[src/videoPkg.sv]
package videoPkg;

	// screen position, wide enough for the full 800x525 raster
	typedef logic [9:0] coordT;

	// 4 bits per channel, packed as {r, g, b}
	typedef logic [11:0] colorT;

	localparam colorT colorBlack  = 12'b0000_0000_0000; // blanking and platforms
	localparam colorT colorRed    = 12'b1111_0000_0000; // lava
	localparam colorT colorGreen  = 12'b0000_1111_0000; // portal
	localparam colorT colorBlue   = 12'b0000_0000_1111; // character
	localparam colorT colorWhite  = 12'b1111_1111_1111; // background after reset
	localparam colorT colorYellow = 12'b1111_1111_0000;
	localparam colorT colorCyan   = 12'b0000_1111_1111;

	// visible window of the 640x480 frame inside the sync counters
	localparam coordT activeLeft   = 10'd144;
	localparam coordT activeRight  = 10'd783;
	localparam coordT activeTop    = 10'd35;
	localparam coordT activeBottom = 10'd515;

endpackage

[src/gamePkg.sv]
package gamePkg;
	import videoPkg::*;

	typedef enum logic [1:0] {
		level1,
		level2,
		level3
	} levelT;

	typedef enum logic [2:0] {
		moveNone,
		moveRight,
		moveLeft,
		moveUp,
		moveDown
	} moveT;

	typedef enum logic [1:0] {
		zoneNone,
		zonePlatform,
		zoneLava,
		zonePortal
	} zoneKindT;

	typedef struct packed {
		logic valid; // high for one cycle per tick
		moveT move;
	} moveCmdT;

	typedef struct packed {
		zoneKindT kind;
		levelT    target; // only meaningful for portals
	} zoneT;

	typedef struct packed {
		coordT xPos; // centre of the block
		coordT yPos;
		levelT level;
	} avatarT;

	// inclusive bounds on both axes
	typedef struct packed {
		coordT xMin;
		coordT xMax;
		coordT yMin;
		coordT yMax;
	} rectT;

	localparam int numLevels    = 3;
	localparam int maxPlatforms = 6;
	localparam int maxLava      = 1;
	localparam int maxPortals   = 2;

	localparam coordT moveStep  = 10'd2;
	localparam coordT wrapXHigh = 10'd800; // right edge, jumps to wrapXLow
	localparam coordT wrapXLow  = 10'd150;
	localparam coordT wrapYHigh = 10'd514; // bottom edge, jumps to wrapYLow
	localparam coordT wrapYLow  = 10'd34;

	localparam coordT resetX     = 10'd450;
	localparam coordT resetY     = 10'd250;
	localparam coordT avatarHalf = 10'd5; // 11x11 pixel box

	// spawn points sit in open space, clear of lava and portals
	localparam coordT spawnX [numLevels] = '{10'd450, 10'd200, 10'd464};
	localparam coordT spawnY [numLevels] = '{10'd250, 10'd194, 10'd100};

	// min above max can never match
	localparam rectT emptyRect = '{10'd1023, 10'd0, 10'd1023, 10'd0};

	localparam rectT platformRects [numLevels][maxPlatforms] = '{
		'{ // level 1
			'{activeLeft, 10'd400, 10'd259, activeBottom},
			'{activeLeft, 10'd208, activeTop, 10'd258},
			'{10'd209, activeRight, activeTop, 10'd155},
			'{10'd639, activeRight, 10'd156, 10'd203},
			'{10'd703, activeRight, 10'd268, 10'd427},
			'{10'd561, activeRight, 10'd387, activeBottom}
		},
		'{ // level 2
			'{activeLeft, 10'd400, 10'd227, activeBottom},
			'{activeLeft, 10'd400, activeTop, 10'd163},
			'{10'd529, 10'd656, activeTop, 10'd163},
			'{10'd529, 10'd656, 10'd227, activeBottom},
			'{10'd655, activeRight, 10'd268, 10'd427},
			'{10'd719, activeRight, activeTop, 10'd323}
		},
		'{ // level 3, two walls around a shaft
			'{activeLeft, 10'd400, activeTop, activeBottom},
			'{10'd529, activeRight, activeTop, activeBottom},
			emptyRect,
			emptyRect,
			emptyRect,
			emptyRect
		}
	};

	localparam rectT lavaRects [numLevels][maxLava] = '{
		'{'{10'd401, 10'd560, 10'd387, activeBottom}},
		'{'{10'd401, 10'd528, activeTop, 10'd67}},
		'{'{10'd448, 10'd480, 10'd355, 10'd467}}
	};

	localparam rectT portalRects [numLevels][maxPortals] = '{
		'{'{10'd767, activeRight, 10'd204, 10'd267}, emptyRect},
		'{
			'{activeLeft, 10'd160, 10'd164, 10'd226},
			'{10'd401, 10'd528, 10'd499, activeBottom}
		},
		'{'{10'd401, 10'd528, activeTop, 10'd51}, emptyRect}
	};

	// destination for each portal slot above
	localparam levelT portalTarget [numLevels][maxPortals] = '{
		'{level2, level1},
		'{level1, level3},
		'{level2, level1}
	};

endpackage

[src/zoneLookup.sv]
`timescale 1ns/1ps

module zoneLookup
	import videoPkg::*;
	import gamePkg::*;
(
	input  levelT level,
	input  coordT xPos,
	input  coordT yPos,
	output zoneT  zone
);

	function automatic logic inRect(input rectT r, input coordT x, input coordT y);
		return (x >= r.xMin) && (x <= r.xMax) && (y >= r.yMin) && (y <= r.yMax);
	endfunction

	logic hitPlatform;
	logic hitLava;
	logic hitPortal;
	levelT portalDest;

	always_comb begin
		hitPlatform = 1'b0;
		for (int i = 0; i < maxPlatforms; i++) begin
			if (inRect(platformRects[level][i], xPos, yPos)) begin
				hitPlatform = 1'b1;
			end
		end
	end

	always_comb begin
		hitLava = 1'b0;
		for (int i = 0; i < maxLava; i++) begin
			if (inRect(lavaRects[level][i], xPos, yPos)) begin
				hitLava = 1'b1;
			end
		end
	end

	// portals never overlap, so the last match is the only match
	always_comb begin
		hitPortal  = 1'b0;
		portalDest = level1;
		for (int i = 0; i < maxPortals; i++) begin
			if (inRect(portalRects[level][i], xPos, yPos)) begin
				hitPortal  = 1'b1;
				portalDest = portalTarget[level][i];
			end
		end
	end

	always_comb begin
		zone.target = portalDest;
		if (hitLava) begin // lava beats everything
			zone.kind = zoneLava;
		end else if (hitPortal) begin
			zone.kind = zonePortal;
		end else if (hitPlatform) begin
			zone.kind = zonePlatform;
		end else begin
			zone.kind = zoneNone;
		end
	end

endmodule

[src/moveDecode.sv]
`timescale 1ns/1ps

module moveDecode
	import videoPkg::*;
	import gamePkg::*;
(
	input  logic    clk,
	input  logic    rst,
	input  logic    moveTick,
	input  logic    right,
	input  logic    left,
	input  logic    up,
	input  logic    down,
	output moveCmdT moveCmd,
	output colorT   background
);

	moveT pick;

	always_comb begin
		if (right) begin // right wins over everything
			pick = moveRight;
		end else if (left) begin
			pick = moveLeft;
		end else if (up) begin
			pick = moveUp;
		end else if (down) begin
			pick = moveDown;
		end else begin
			pick = moveNone;
		end
	end

	always_ff @(posedge clk or posedge rst) begin
		if (rst) begin
			moveCmd    <= '{valid: 1'b0, move: moveNone};
			background <= colorWhite;
		end else begin
			moveCmd.valid <= moveTick; // one-cycle strobe per tick
			if (moveTick) begin
				moveCmd.move <= pick;
				case (pick)
					moveRight: background <= colorYellow;
					moveLeft:  background <= colorCyan;
					moveUp:    background <= colorGreen;
					moveDown:  background <= colorBlue;
					default:   background <= background; // idle keeps last colour
				endcase
			end
		end
	end

endmodule

[src/avatarMotion.sv]
`timescale 1ns/1ps

module avatarMotion
	import videoPkg::*;
	import gamePkg::*;
(
	input  logic    clk,
	input  logic    rst,
	input  moveCmdT moveCmd,
	output avatarT  avatar
);

	zoneT   here;
	avatarT stepped;

	// hazard seen at the current centre, acted on at the next command
	zoneLookup uZone (
		.level(avatar.level),
		.xPos (avatar.xPos),
		.yPos (avatar.yPos),
		.zone (here)
	);

	// plain move with screen wrap
	always_comb begin
		stepped = avatar;
		case (moveCmd.move)
			moveRight: begin
				stepped.xPos = (avatar.xPos == wrapXHigh) ? wrapXLow : avatar.xPos + moveStep;
			end
			moveLeft: begin
				stepped.xPos = (avatar.xPos == wrapXLow) ? wrapXHigh : avatar.xPos - moveStep;
			end
			moveUp: begin
				stepped.yPos = (avatar.yPos == wrapYLow) ? wrapYHigh : avatar.yPos - moveStep;
			end
			moveDown: begin
				stepped.yPos = (avatar.yPos == wrapYHigh) ? wrapYLow : avatar.yPos + moveStep;
			end
			default: begin
				stepped = avatar; // moveNone holds still
			end
		endcase
	end

	always_ff @(posedge clk or posedge rst) begin
		if (rst) begin
			avatar <= '{xPos: resetX, yPos: resetY, level: level1};
		end else if (moveCmd.valid) begin
			if (here.kind == zoneLava) begin
				avatar.xPos <= spawnX[avatar.level]; // back to start, same level
				avatar.yPos <= spawnY[avatar.level];
			end else if (here.kind == zonePortal) begin
				avatar.level <= here.target;
				avatar.xPos  <= spawnX[here.target];
				avatar.yPos  <= spawnY[here.target];
			end else begin
				avatar <= stepped; // platforms do not block
			end
		end
	end

endmodule

[src/pixelShader.sv]
`timescale 1ns/1ps

module pixelShader
	import videoPkg::*;
	import gamePkg::*;
(
	input  logic   clk,
	input  logic   rst,
	input  coordT  hCount,
	input  coordT  vCount,
	input  logic   bright,
	input  avatarT avatar,
	input  colorT  background,
	output colorT  rgb
);

	zoneT  pixZone;
	logic  inBox;
	colorT rgbNext;

	zoneLookup uZone (
		.level(avatar.level),
		.xPos (hCount),
		.yPos (vCount),
		.zone (pixZone)
	);

	// square of side 2*avatarHalf+1 around the centre
	assign inBox = (hCount >= avatar.xPos - avatarHalf) && (hCount <= avatar.xPos + avatarHalf)
		&& (vCount >= avatar.yPos - avatarHalf) && (vCount <= avatar.yPos + avatarHalf);

	always_comb begin
		if (!bright) begin
			rgbNext = colorBlack; // monitor expects black during blanking
		end else if (inBox) begin
			rgbNext = colorBlue;
		end else if (pixZone.kind == zoneLava) begin
			rgbNext = colorRed;
		end else if (pixZone.kind == zonePortal) begin
			rgbNext = colorGreen;
		end else if (pixZone.kind == zonePlatform) begin
			rgbNext = colorBlack;
		end else begin
			rgbNext = background;
		end
	end

	always_ff @(posedge clk or posedge rst) begin
		if (rst) begin
			rgb <= colorBlack;
		end else begin
			rgb <= rgbNext; // one cycle behind the counters
		end
	end

endmodule

[src/platformerTop.sv]
`timescale 1ns/1ps

module platformerTop
	import videoPkg::*;
	import gamePkg::*;
(
	input  logic   clk,
	input  logic   rst,
	input  logic   moveTick,
	input  logic   right,
	input  logic   left,
	input  logic   up,
	input  logic   down,
	input  coordT  hCount,
	input  coordT  vCount,
	input  logic   bright,
	output colorT  rgb,
	output colorT  background,
	output avatarT avatar
);

	moveCmdT moveCmd;

	moveDecode uDecode (
		.clk       (clk),
		.rst       (rst),
		.moveTick  (moveTick),
		.right     (right),
		.left      (left),
		.up        (up),
		.down      (down),
		.moveCmd   (moveCmd),
		.background(background)
	);

	avatarMotion uMotion (
		.clk    (clk),
		.rst    (rst),
		.moveCmd(moveCmd),
		.avatar (avatar)
	);

	pixelShader uShader (
		.clk       (clk),
		.rst       (rst),
		.hCount    (hCount),
		.vCount    (vCount),
		.bright    (bright),
		.avatar    (avatar),
		.background(background),
		.rgb       (rgb)
	);

endmodule

[config.mk]
export PLATFORM = sky130hd
export DESIGN_NAME = platformerTop
export DESIGN_NICKNAME = d
export VERILOG_FILES = /design/src/videoPkg.sv /design/src/gamePkg.sv /design/src/zoneLookup.sv /design/src/moveDecode.sv /design/src/avatarMotion.sv /design/src/pixelShader.sv /design/src/platformerTop.sv
export SDC_FILE = /design/constraint.sdc
export NUM_CORES = 1
export LEC_CHECK = 0
export BUFFER_PORTS_ARGS = -buffer_cell sky130_fd_sc_hd__clkbuf_2
export CAP_MARGIN = 40
export CORE_MARGIN = 3
export CORE_UTILIZATION = 55
export CTS_BUF_LIST = sky130_fd_sc_hd__clkbuf_4 sky130_fd_sc_hd__clkbuf_8 sky130_fd_sc_hd__clkbuf_16
export CTS_CLUSTER_SIZE = 40
export DETAILED_ROUTE_END_ITERATION = 16
export PLACE_DENSITY_LB_ADDON = 0.15
export SETUP_SLACK_MARGIN = 0.5
export SYNTH_ARGS = -nofsm -noshare
export SYNTH_HDL_FRONTEND = slang
export SYNTH_SLANG_ARGS = --single-unit
[constraint.sdc]
create_clock -name clk -period 5.65 [get_ports clk]
set_input_delay 0.2825 -clock clk [delete_from_list [all_inputs] [get_ports clk]]
set_output_delay 0.2825 -clock clk [all_outputs]
set_load 0.01 [all_outputs]
==> impl_metrics.csv, run 1 <==
group,metric,value,unit
timing,fin_hold_ws,0.0665,ns
yosys,synth.distinct_cells,88,
global_routing,grt_pass1_vias,8008,
cts,h-tree-depth,2,
route,vias,8799,
die,rows,45,
cts,tritoncts.num_buffers,5,
worst_setup_path,criticalPathCategory,"flip-flop to flip-flop",
global_routing,grt_first_pass_wirelength,42400,µm
timing,layout_min_cycle_time,4.30,ns
route,ant_nets,0,
cts,cts_tree,"yes",
layout,ff_latch_area,767,µm²
layout,most-common-layout-cells,"216 x ha_1, 75 x a21oi_1, 71 x o21ai_0, 71 x clkbuf_2, 68 x nand2_1",
die,start_util,56.4,%
worst_setup_path,endpoint_kind,"flip-flop",
die,dieWidth,131,µm
yosys,synth_edf_count,0,
cts,cts_hold_buf,0,
route,via_per_inst,6.65,
worst_setup_path,critPathMaxStageDelay,0.63,ns
cts,cts_buffer_depth,2,
timing,fmax,0.233,GHz
layout,antennaDiodeCount,0,
run,cap_violations,0,
die,die_area,17200,µm²
global_routing,grt_max_degree,31,
worst_hold_path,hold_class,"input pin to asynchronous set/reset pin",
cts,clock_latency,0.28,ns
worst_setup_path,cp.arrival,4.44,ns
route,drt_iter0_markers,888,
status,status,"complete, no violations",
worst_setup_path,cp-startpoint,"uMotion.avatar[0]$_DFFE_PP0P_",
timing,finalHoldViolCount,0,
layout,design_area,9100,µm²
placed_design,gp_congestion,0.919,
layout,final_cells,1324,
route,finalWirelength,26600,µm
yosys,seq_area_frac_synth,8.92,%
global_routing,antenna_found_initial,0,
cts,clock-root-buffer,"clkbuf_16",
cts,clock_sinks,30,
layout,drive_gt1_share,11.1,%
timing,rsz0062_at_grt,"no",
placed_design,hpwl,20000,µm
timing,setup_violations,0,
pwr,power,3.89,mW
die,fp.dieH,131,µm
timing,fin_skew,0.00324,ns
route,wl_per_cell,20.1,µm
layout,area_growth,5.86,%
yosys,synthCells,1080,
route,drcViolationCount,0,
yosys,ys_async_sr_fraction,100,%
die,core,15300,µm²
route,drtPass1Iterations,6,
layout,final_common_cell,"ha_1",
pwr,power.density,427,nW/µm²
worst_setup_path,critical_path.max_fanout,21,
placed_design,place_inst,1316,
worst_setup_path,crit_buf_inv,4,
pwr,leakagePower,4.24,nW
timing,drv_slew,0,
global_routing,overflow,0,
placed_design,io_buffer_count,71,
worst_setup_path,critPathLaunchType,"flip-flop",
worst_setup_path,crit_chain,"buf_4, inv_1, ha_1, inv_1, buf_4, ha_1, a21o_1, a2111oi_0, or4_4, nand3_4, o21ai_0, a21oi_1",
yosys,ys.flop_type,"dfrtp_1",
cts,postCtsSetupBuffers,0,
worst_setup_path,rr_startpoint,"uMotion.avatar[0]$_DFFE_PP0P_",
pwr,ir_worst_vdd,248,µV
timing,tns,0,ns
timing,min_period_over_period,76.1,%
worst_setup_path,crit_slowest_cell,"a2111oi_0",
cts,path_clk_slew,0.05,ns
placed_design,placed_area,8950,µm²
layout,nets,1356,
layout,multiInputGateArea,7290,µm²
timing,timing.slew.headroom,38.6,%
timing,tightest_slew,0.920,ns
cts,cts_resized,0,
yosys,netlist_area,8600,µm²
global_routing,grt_usage,30.5,%
yosys,synth_seq_cells,30,
layout,nFillCells,1482,
worst_setup_path,path_delay_family,"compound AO/OA/AOI/OAI gates",
die,io_pins,74,
worst_setup_path,cp.required,5.79,ns
yosys,syn_avg_cell_area,7.96,µm²
yosys,yosys_warnings,0,
-- Yosys cell counts, types with 5 or more instances --
library cell / count / area [µm²]
or3_1: 11 / 68.8
a211o_1: 9 / 78.8
a31oi_1: 15 / 93.8
xnor2_1: 24 / 210
nor4_1: 13 / 81.3
nand2b_1: 7 / 43.8
a21o_1: 33 / 248
a211oi_1: 18 / 135
inv_1: 55 / 206
o2111ai_1: 9 / 78.8
a22oi_1: 5 / 37.5
o21a_1: 16 / 120
xor2_1: 10 / 87.6
a2111oi_0: 7 / 61.3
clkbuf_1: 21 / 78.8
nand3_1: 37 / 185
o21ai_0: 71 / 355
nand4_1: 25 / 156
o211ai_1: 11 / 82.6
ha_1: 216 / 2700
o22ai_1: 14 / 87.6
and3_1: 9 / 56.3
o31a_1: 7 / 61.3
nor2b_1: 17 / 106
buf_4: 21 / 158
nand2_1: 68 / 255
or4_1: 6 / 45.0
a21oi_1: 75 / 375
buf_6: 6 / 67.6
nor4b_1: 5 / 43.8
a311oi_1: 5 / 43.8
dfstp_2: 13 / 342
buf_1: 5 / 18.8
nor2_1: 58 / 218
a221oi_1: 12 / 105
dfrtp_1: 17 / 425
nor3_1: 25 / 125
o31ai_1: 8 / 60.1
-- power by group --
part	internal, mW	switching, mW
clock network	0.174	0.104
registers	0.321	0.356
logic	1.26	1.67
total	1.76	2.13
-- state kept, by name, summed over array words and instances (netlist names) --
register	flops
uDecode.moveCmd	4
uShader.rgb	3
uMotion.avatar	20
uDecode.background	3
-- through the flow --
| stage | worst slack (ns) | utilization (%) |
|---|---|---|
| finish | 1.35 | 59.7 |
| global route | 1.09 | 59.7 |
| CTS | 1.43 | 59.7 |
| detailed placement | 1.44 | 58.7 |
| global placement | 1.52 | 58.6 |
| floorplan | 1.35 | - |
-- worst reg2reg max path, delay by kind of cell (launching register included) --
kind            cells  cell delay (ns)
compound gates      4             1.37
fa+ha+maj           2             0.55
buf+inv             4             1.30
flops               1             0.34
simple gates        2             0.61
-- per-layer routing --
| metal | vias to the layer above | part of all wire, % | global-route usage, % |
|---|---|---|---|
| li1 | 4252 | - | - |
| met3 | 50 | 8.3 | 5.35 |
| met5 | - | 0 | 0 |
| met4 | 0 | 2.1 | 7.14 |
| met1 | 4094 | 46 | 44.9 |
| met2 | 403 | 43 | 46.3 |
-- area by class of cell --
| cell class | count | share of cell area [%] |
|---|---|---|
| Multi-Input combinational cell | 939 | 80.0 |
| Sequential cell | 30 | 8.42 |
| Timing Repair Buffer | 81 | 4.70 |
| Tap cell | 211 | 2.90 |
| Inverter | 55 | 2.27 |
| Clock buffer | 6 | 1.53 |
| Clock inverter | 2 | 0.137 |
-- logic make-up (layout without fill, tap and decap cells) --
logic type / count (synthesis) / in the layout / share of synthesized area, %
DFF: 30 / 30 / 8.92
other: 1 / 2 / 0.0436
and+or+nand+nor: 311 / 311 / 19.3
adders and majority gates: 216 / 216 / 31.4
buffers and inverters: 112 / 144 / 6.39
AOI/OAI and AO/OA: 367 / 367 / 29.2
muxes: 9 / 9 / 1.21
xor gates and xnor gates: 34 / 34 / 3.46
-- worst paths after layout --
check / slack [ns] / end / depth (start not counted)
worst max-delay path: 1.35 / uMotion.avatar[4]$_DFFE_PP0P_ / 12
worst min-delay path: 0.07 / uMotion.avatar[17]$_DFFE_PP0P_ / 3
worst max register to register: 1.35 / uMotion.avatar[4]$_DFFE_PP0P_ / 12
worst min register to register: 0.54 / uDecode.background[3]$_DFFE_PP1P_ / 2
max in group asynchronous: 5.25 / uMotion.avatar[9]$_DFFE_PP1P_ / 3
min in group clk: 0.25 / uDecode.moveCmd[3]$_DFF_PP0_ / 1
No activity file was read; power rests on OpenSTA's default activity.
==> run 2, diff against run 1 <==
==> constraint.sdc (replaced) <==
create_clock -name clk -period 4.2 [get_ports clk]
set_input_delay 0.21 -clock clk [delete_from_list [all_inputs] [get_ports clk]]
set_output_delay 0.21 -clock clk [all_outputs]
set_load 0.01 [all_outputs]
==> impl_metrics.csv, run 2 (synthesized netlist as in run 1, its figures left out) <==
group,metric,value,unit
placed_design,gp_congestion,0.922,
timing,fmax,0.278,GHz
layout,fin_util,61.7,%
cts,cts_hold_buf,0,
global_routing,grt_first_pass_wirelength,41900,µm
timing,tightest_slew,0.747,ns
global_routing,grt_pass1_vias,7823,
worst_setup_path,cp-startpoint,"uMotion.avatar[1]$_DFFE_PP0P_",
die,io_pins,74,
worst_setup_path,crit_chain,"inv_2, ha_2, clkinvlp_4, buf_12, ha_1, or3_1, o22ai_1, a31oi_1, a311oi_2, nand2_2, o2111ai_2, nand2_4, mux2_1",
status,status,"finished with violations",
worst_setup_path,critical_path.max_fanout,11,
global_routing,grt_max_degree,31,
timing,fin_skew,0.00449,ns
timing,layout_min_cycle_time,3.60,ns
worst_setup_path,cp-endpoint,"uMotion.avatar[15]$_DFFE_PP0P_",
worst_setup_path,critPathMaxStageDelay,0.51,ns
cts,clock_latency,0.28,ns
worst_setup_path,endpoint_kind,"flip-flop",
layout,antennaDiodeCount,0,
layout,largestRegisters,"uMotion.avatar (20), uDecode.moveCmd (4)",
timing,worst_slack,0.600,ns
layout,top_register,"uMotion.avatar",
worst_setup_path,critPathLaunchType,"flip-flop",
placed_design,place_ws,0.446,ns
route,ant_nets,0,
timing,timing.slew.headroom,49.7,%
timing,tns,0,ns
worst_setup_path,reg2reg_slack,0.60,ns
timing,setup_violations,0,
die,dieWidth,131,µm
cts,clock-root-buffer,"clkbuf_16",
timing,rsz0062_at_grt,"no",
cts,path_clk_slew,0.06,ns
worst_setup_path,cp.required,4.36,ns
worst_setup_path,reg2reg_to,"uMotion.avatar[15]$_DFFE_PP0P_",
route,drcViolationCount,0,
cts,tritoncts.num_buffers,5,
die,rows,45,
placed_design,hpwl,20500,µm
layout,area_growth,9.54,%
global_routing,grt_usage,30.4,%
layout,drive_gt1_share,14.6,%
die,start_util,56.4,%
route,wl_per_cell,20.1,µm
cts,clock_sinks,30,
layout,nFillCells,1393,
worst_setup_path,criticalPathCategory,"flip-flop to flip-flop",
worst_setup_path,rr_startpoint,"uMotion.avatar[1]$_DFFE_PP0P_",
timing,min_period_over_period,85.7,%
route,vias,9027,
cts,cts_buffer_depth,2,
layout,nets,1381,
timing,finalHoldViolCount,17,
die,fp.dieH,131,µm
run,cap_violations,0,
global_routing,antenna_found_initial,0,
pwr,leakagePower,4.37,nW
die,die_area,17200,µm²
cts,h-tree-depth,2,
status,violations,"negative hold slack",
worst_setup_path,crit_slowest_cell,"dfrtp_2",
worst_setup_path,r2r_cells,13,
pwr,ir_worst_vdd,302,µV
global_routing,overflow,0,
worst_hold_path,hold_class,"input pin to asynchronous set/reset pin",
pwr,power.density,582,nW/µm²
route,finalWirelength,27100,µm
layout,final_common_cell,"ha_1",
timing,drv_slew,0,
die,core,15300,µm²
pwr,power,5.49,mW
route,drt_iter0_markers,996,
placed_design,io_buffer_count,71,
layout,largest_reg_flops,20,
layout,most-common-layout-cells,"212 x ha_1, 75 x a21oi_1, 71 x clkbuf_2",
route,drtPass1Iterations,6,
timing,fin_hold_ws,-0.0105,ns
cts,cts_tree,"yes",
worst_setup_path,cp.arrival,3.76,ns
route,via_per_inst,6.69,
[run 2: cell count changes in the layout (fill, tap and decap cells not counted), moves of 3 or more]
cell	previous run	this run
buf_4	9	32
inv_1	55	50
ha_1	216	212
dfrtp_1	17	14
ha_4	0	3
[run 2: worst min-delay path by stage]
stage | slack [ns] | startpoint | endpoint | cells past startpoint
floorplan | 0.24 | moveTick | uDecode.moveCmd[3]$_DFF_PP0_ | 0
global placement | 0.29 | rst | uMotion.avatar[14]$_DFFE_PP0P_ | 3
detailed placement | 0.29 | rst | uMotion.avatar[14]$_DFFE_PP0P_ | 3
CTS | 0.0002 | rst | uMotion.avatar[16]$_DFFE_PP0P_ | 3
global route | 0.03 | rst | uMotion.avatar[14]$_DFFE_PP0P_ | 3
finish | -0.01 | rst | uMotion.avatar[14]$_DFFE_PP0P_ | 3
[run 2: what timing repair did]
action,in CTS,in global routing
setup endpoints to repair,3,20
gates resized for setup,2,13
setup buffers,2,9
pin swaps,1,1
gates cloned,0,1
[run 2: final cells by class]
| cell class | count | area [µm²] | share of cell area, % |
|---|---|---|---|
| Clock buffer | 5 | 125 | 1.33 |
| Clock inverter | 3 | 40.0 | 0.425 |
| Inverter | 55 | 220 | 2.34 |
| Multi-Input combinational cell | 940 | 7360 | 78.2 |
| Sequential cell | 30 | 781 | 8.29 |
| Tap cell | 211 | 264 | 2.80 |
| Timing Repair Buffer | 105 | 627 | 6.65 |
[run 2: per-layer routing]
layer	global-route usage, %	wire [µm]
met5	0	0
met4	5.81	363
met3	2.76	1940
met2	47.1	12100
met1	46.1	12700
[run 2: critical path: cells and delay by family (launching register included)]
family | cells | cell delay (ns)
flops | 1 | 0.51
mux | 1 | 0.35
simple gates | 3 | 0.77
compound gates | 4 | 0.77
fa+ha+maj | 2 | 0.55
buf+inv | 3 | 0.54
[run 2: through the flow]
| stage | area, µm² | std cells |
|---|---|---|
| after floorplan | 8650 | 1081 |
| after global placement | 9090 | 1329 |
| after detailed placement | 9090 | 1329 |
| after CTS | 9280 | 1339 |
| after global routing | 9420 | 1349 |
| final | 9420 | 1349 |
[run 2: power by group]
group	leakage (nW)	internal [mW]	switching, mW
Combinational	3.94	1.84	2.43
Sequential	0.344	0.443	0.364
Clock	0.0836	0.277	0.135
Total	4.37	2.56	2.93
==> run 3, diff against run 2 <==
--- a/config.mk
+++ b/config.mk
@@ -6,9 +6,8 @@
 export NUM_CORES = 1
 export LEC_CHECK = 0
 export BUFFER_PORTS_ARGS = -buffer_cell sky130_fd_sc_hd__clkbuf_2
-export CAP_MARGIN = 40
 export CORE_MARGIN = 3
-export CORE_UTILIZATION = 55
+export CORE_UTILIZATION = 45
 export CTS_BUF_LIST = sky130_fd_sc_hd__clkbuf_4 sky130_fd_sc_hd__clkbuf_8 sky130_fd_sc_hd__clkbuf_16
 export CTS_CLUSTER_SIZE = 40
 export DETAILED_ROUTE_END_ITERATION = 16
==> impl_metrics.csv, run 3 (synthesized netlist as in run 1, its figures left out) <==
group,metric,value,unit
worst_setup_path,critPathMaxStageDelay,0.51,ns
pwr,power.density,585,nW/µm²
cts,path_clk_slew,0.05,ns
timing,finalHoldViolCount,2,
die,core,18400,µm²
cts,clock-root-buffer,"clkbuf_16",
timing,timing.slew.headroom,18.6,%
worst_setup_path,endpoint_kind,"flip-flop",
timing,setup_violations,0,
route,wl_per_cell,20.5,µm
die,rows,49,
cts,h-tree-depth,2,
route,via_per_inst,6.52,
global_routing,overflow,0,
pwr,ir_worst_vdd,223,µV
route,drt_iter0_markers,738,
timing,fin_skew,0.00498,ns
worst_setup_path,cp.required,4.36,ns
cts,tritoncts.num_buffers,5,
die,dieWidth,144,µm
global_routing,grt_first_pass_wirelength,43700,µm
status,status,"finished with violations",
global_routing,grt_usage,25.9,%
die,io_pins,74,
worst_setup_path,path_delay_family,"compound AO/OA/AOI/OAI gates",
worst_setup_path,critPathLaunchType,"flip-flop",
timing,tns,0,ns
placed_design,hpwl,21400,µm
timing,drv_slew,0,
die,die_area,20800,µm²
die,start_util,46.8,%
layout,largest_reg_flops,20,
worst_setup_path,critical_path.max_fanout,12,
layout,nets,1385,
layout,drive_gt1_share,15.1,%
route,finalWirelength,28100,µm
layout,design_area,9480,µm²
global_routing,grt_max_degree,31,
worst_setup_path,crit_chain,"inv_4, ha_4, clkinvlp_4, buf_4, ha_1, o31a_1, o21ai_1, a21oi_1, o21a_1, o2111ai_1, buf_6, o2111ai_2, nand2_4, mux2_1",
cts,clock_latency,0.28,ns
timing,rsz0062_at_grt,"no",
layout,nFillCells,1844,
global_routing,grt_pass1_vias,7968,
layout,largestRegisters,"uMotion.avatar (20), uDecode.moveCmd (4)",
pwr,leakagePower,4.36,nW
timing,fin_hold_ws,-0.00248,ns
route,drtPass1Iterations,7,
route,drcViolationCount,0,
route,ant_nets,0,
layout,antennaDiodeCount,0,
cts,cts_tree,"yes",
timing,fmax,0.288,GHz
worst_setup_path,crit_buf_inv,4,
layout,most-common-layout-cells,"211 x ha_1, 75 x a21oi_1, 71 x clkbuf_2",
placed_design,gp_congestion,0.954,
worst_setup_path,cp.arrival,3.63,ns
worst_setup_path,path_depth,14,
layout,top_register,"uMotion.avatar",
route,vias,8940,
layout,final_common_cell,"ha_1",
timing,worst_slack,0.732,ns
die,fp.dieH,144,µm
placed_design,io_buffer_count,71,
placed_design,place_ws,0.301,ns
timing,layout_min_cycle_time,3.47,ns
worst_hold_path,hold_class,"input pin to asynchronous set/reset pin",
worst_setup_path,r2r_cells,14,
global_routing,antenna_found_initial,0,
status,violations,"negative hold slack",
placed_design,placed_area,9090,µm²
run,cap_violations,0,
worst_setup_path,crit_slowest_cell,"dfrtp_4",
worst_setup_path,criticalPathCategory,"flip-flop to flip-flop",
layout,area_growth,10.2,%
timing,min_period_over_period,82.6,%
timing,tightest_slew,1.21,ns
cts,clock_sinks,30,
cts,cts_buffer_depth,2,
run 3: final cells by class:
class | count | area [µm²] | area share, %
Multi-Input combinational cell | 940 | 7390 | 77.9
Sequential cell | 30 | 776 | 8.18
Timing Repair Buffer | 108 | 649 | 6.85
Tap cell | 229 | 287 | 3.02
Inverter | 55 | 224 | 2.36
Clock buffer | 6 | 139 | 1.47
Clock inverter | 2 | 12.5 | 0.132
Timing Repair inverter | 1 | 5.00 | 0.0528
run 3: through the flow:
step | util [%] | power [mW] | hold WS [ns] | cells
after floorplan | - | 3.78 | 0.241 | 1081
after global placement | 49.4 | 4.84 | 0.285 | 1344
after detailed placement | 49.4 | 4.87 | 0.297 | 1344
after CTS | 50.6 | 5.30 | 0.00251 | 1357
after global routing | 51.5 | 6.10 | 0.0430 | 1371
final | 51.5 | 5.55 | -0.00248 | 1371
run 3: path summary, 6_finish.rpt:
check                                                   from                           endpoint  slack [ns]
max reg2reg                    uMotion.avatar[0]$_DFFE_PP0P_     uMotion.avatar[15]$_DFFE_PP0P_        0.73
max                            uMotion.avatar[0]$_DFFE_PP0P_     uMotion.avatar[15]$_DFFE_PP0P_        0.73
max in group asynchronous                                rst      uMotion.avatar[3]$_DFFE_PP1P_        3.87
min                                                      rst     uMotion.avatar[17]$_DFFE_PP0P_      -0.002
min reg2reg                uDecode.background[3]$_DFFE_PP1P_  uDecode.background[3]$_DFFE_PP1P_        0.53
min in group clk                                    moveTick       uDecode.moveCmd[3]$_DFF_PP0_        0.18
run 3: worst min-delay path, cell delays in order:
cell      delay [ns]
clkbuf_2        0.08
inv_1           0.04
buf_4           0.36
run 3: report_power, final:
part / internal (mW) / total, mW / switching [mW]
Combinational: 1.90 / 4.40 / 2.50
Sequential: 0.440 / 0.786 / 0.346
Clock: 0.234 / 0.363 / 0.129
run 3: repair_timing:
item | in CTS | in global routing
resized for setup | 5 | 13
hold buffers | 0 | 0
setup endpoints to repair | 17 | 21
pin swaps | 1 | 3
cloned | 0 | 2
setup buffers | 5 | 12
run 3: layer usage:
metal | part of all wire [%] | wire (µm) | vias up | GRT usage (%)
li1 | - | - | 4320 | -
met1 | 49 | 13700 | 4231 | 38.8
met2 | 44 | 12300 | 355 | 41.3
met3 | 5.9 | 1660 | 34 | 1.95
met4 | 1.4 | 389 | 0 | 4.27
met5 | 0 | 0 | - | 0
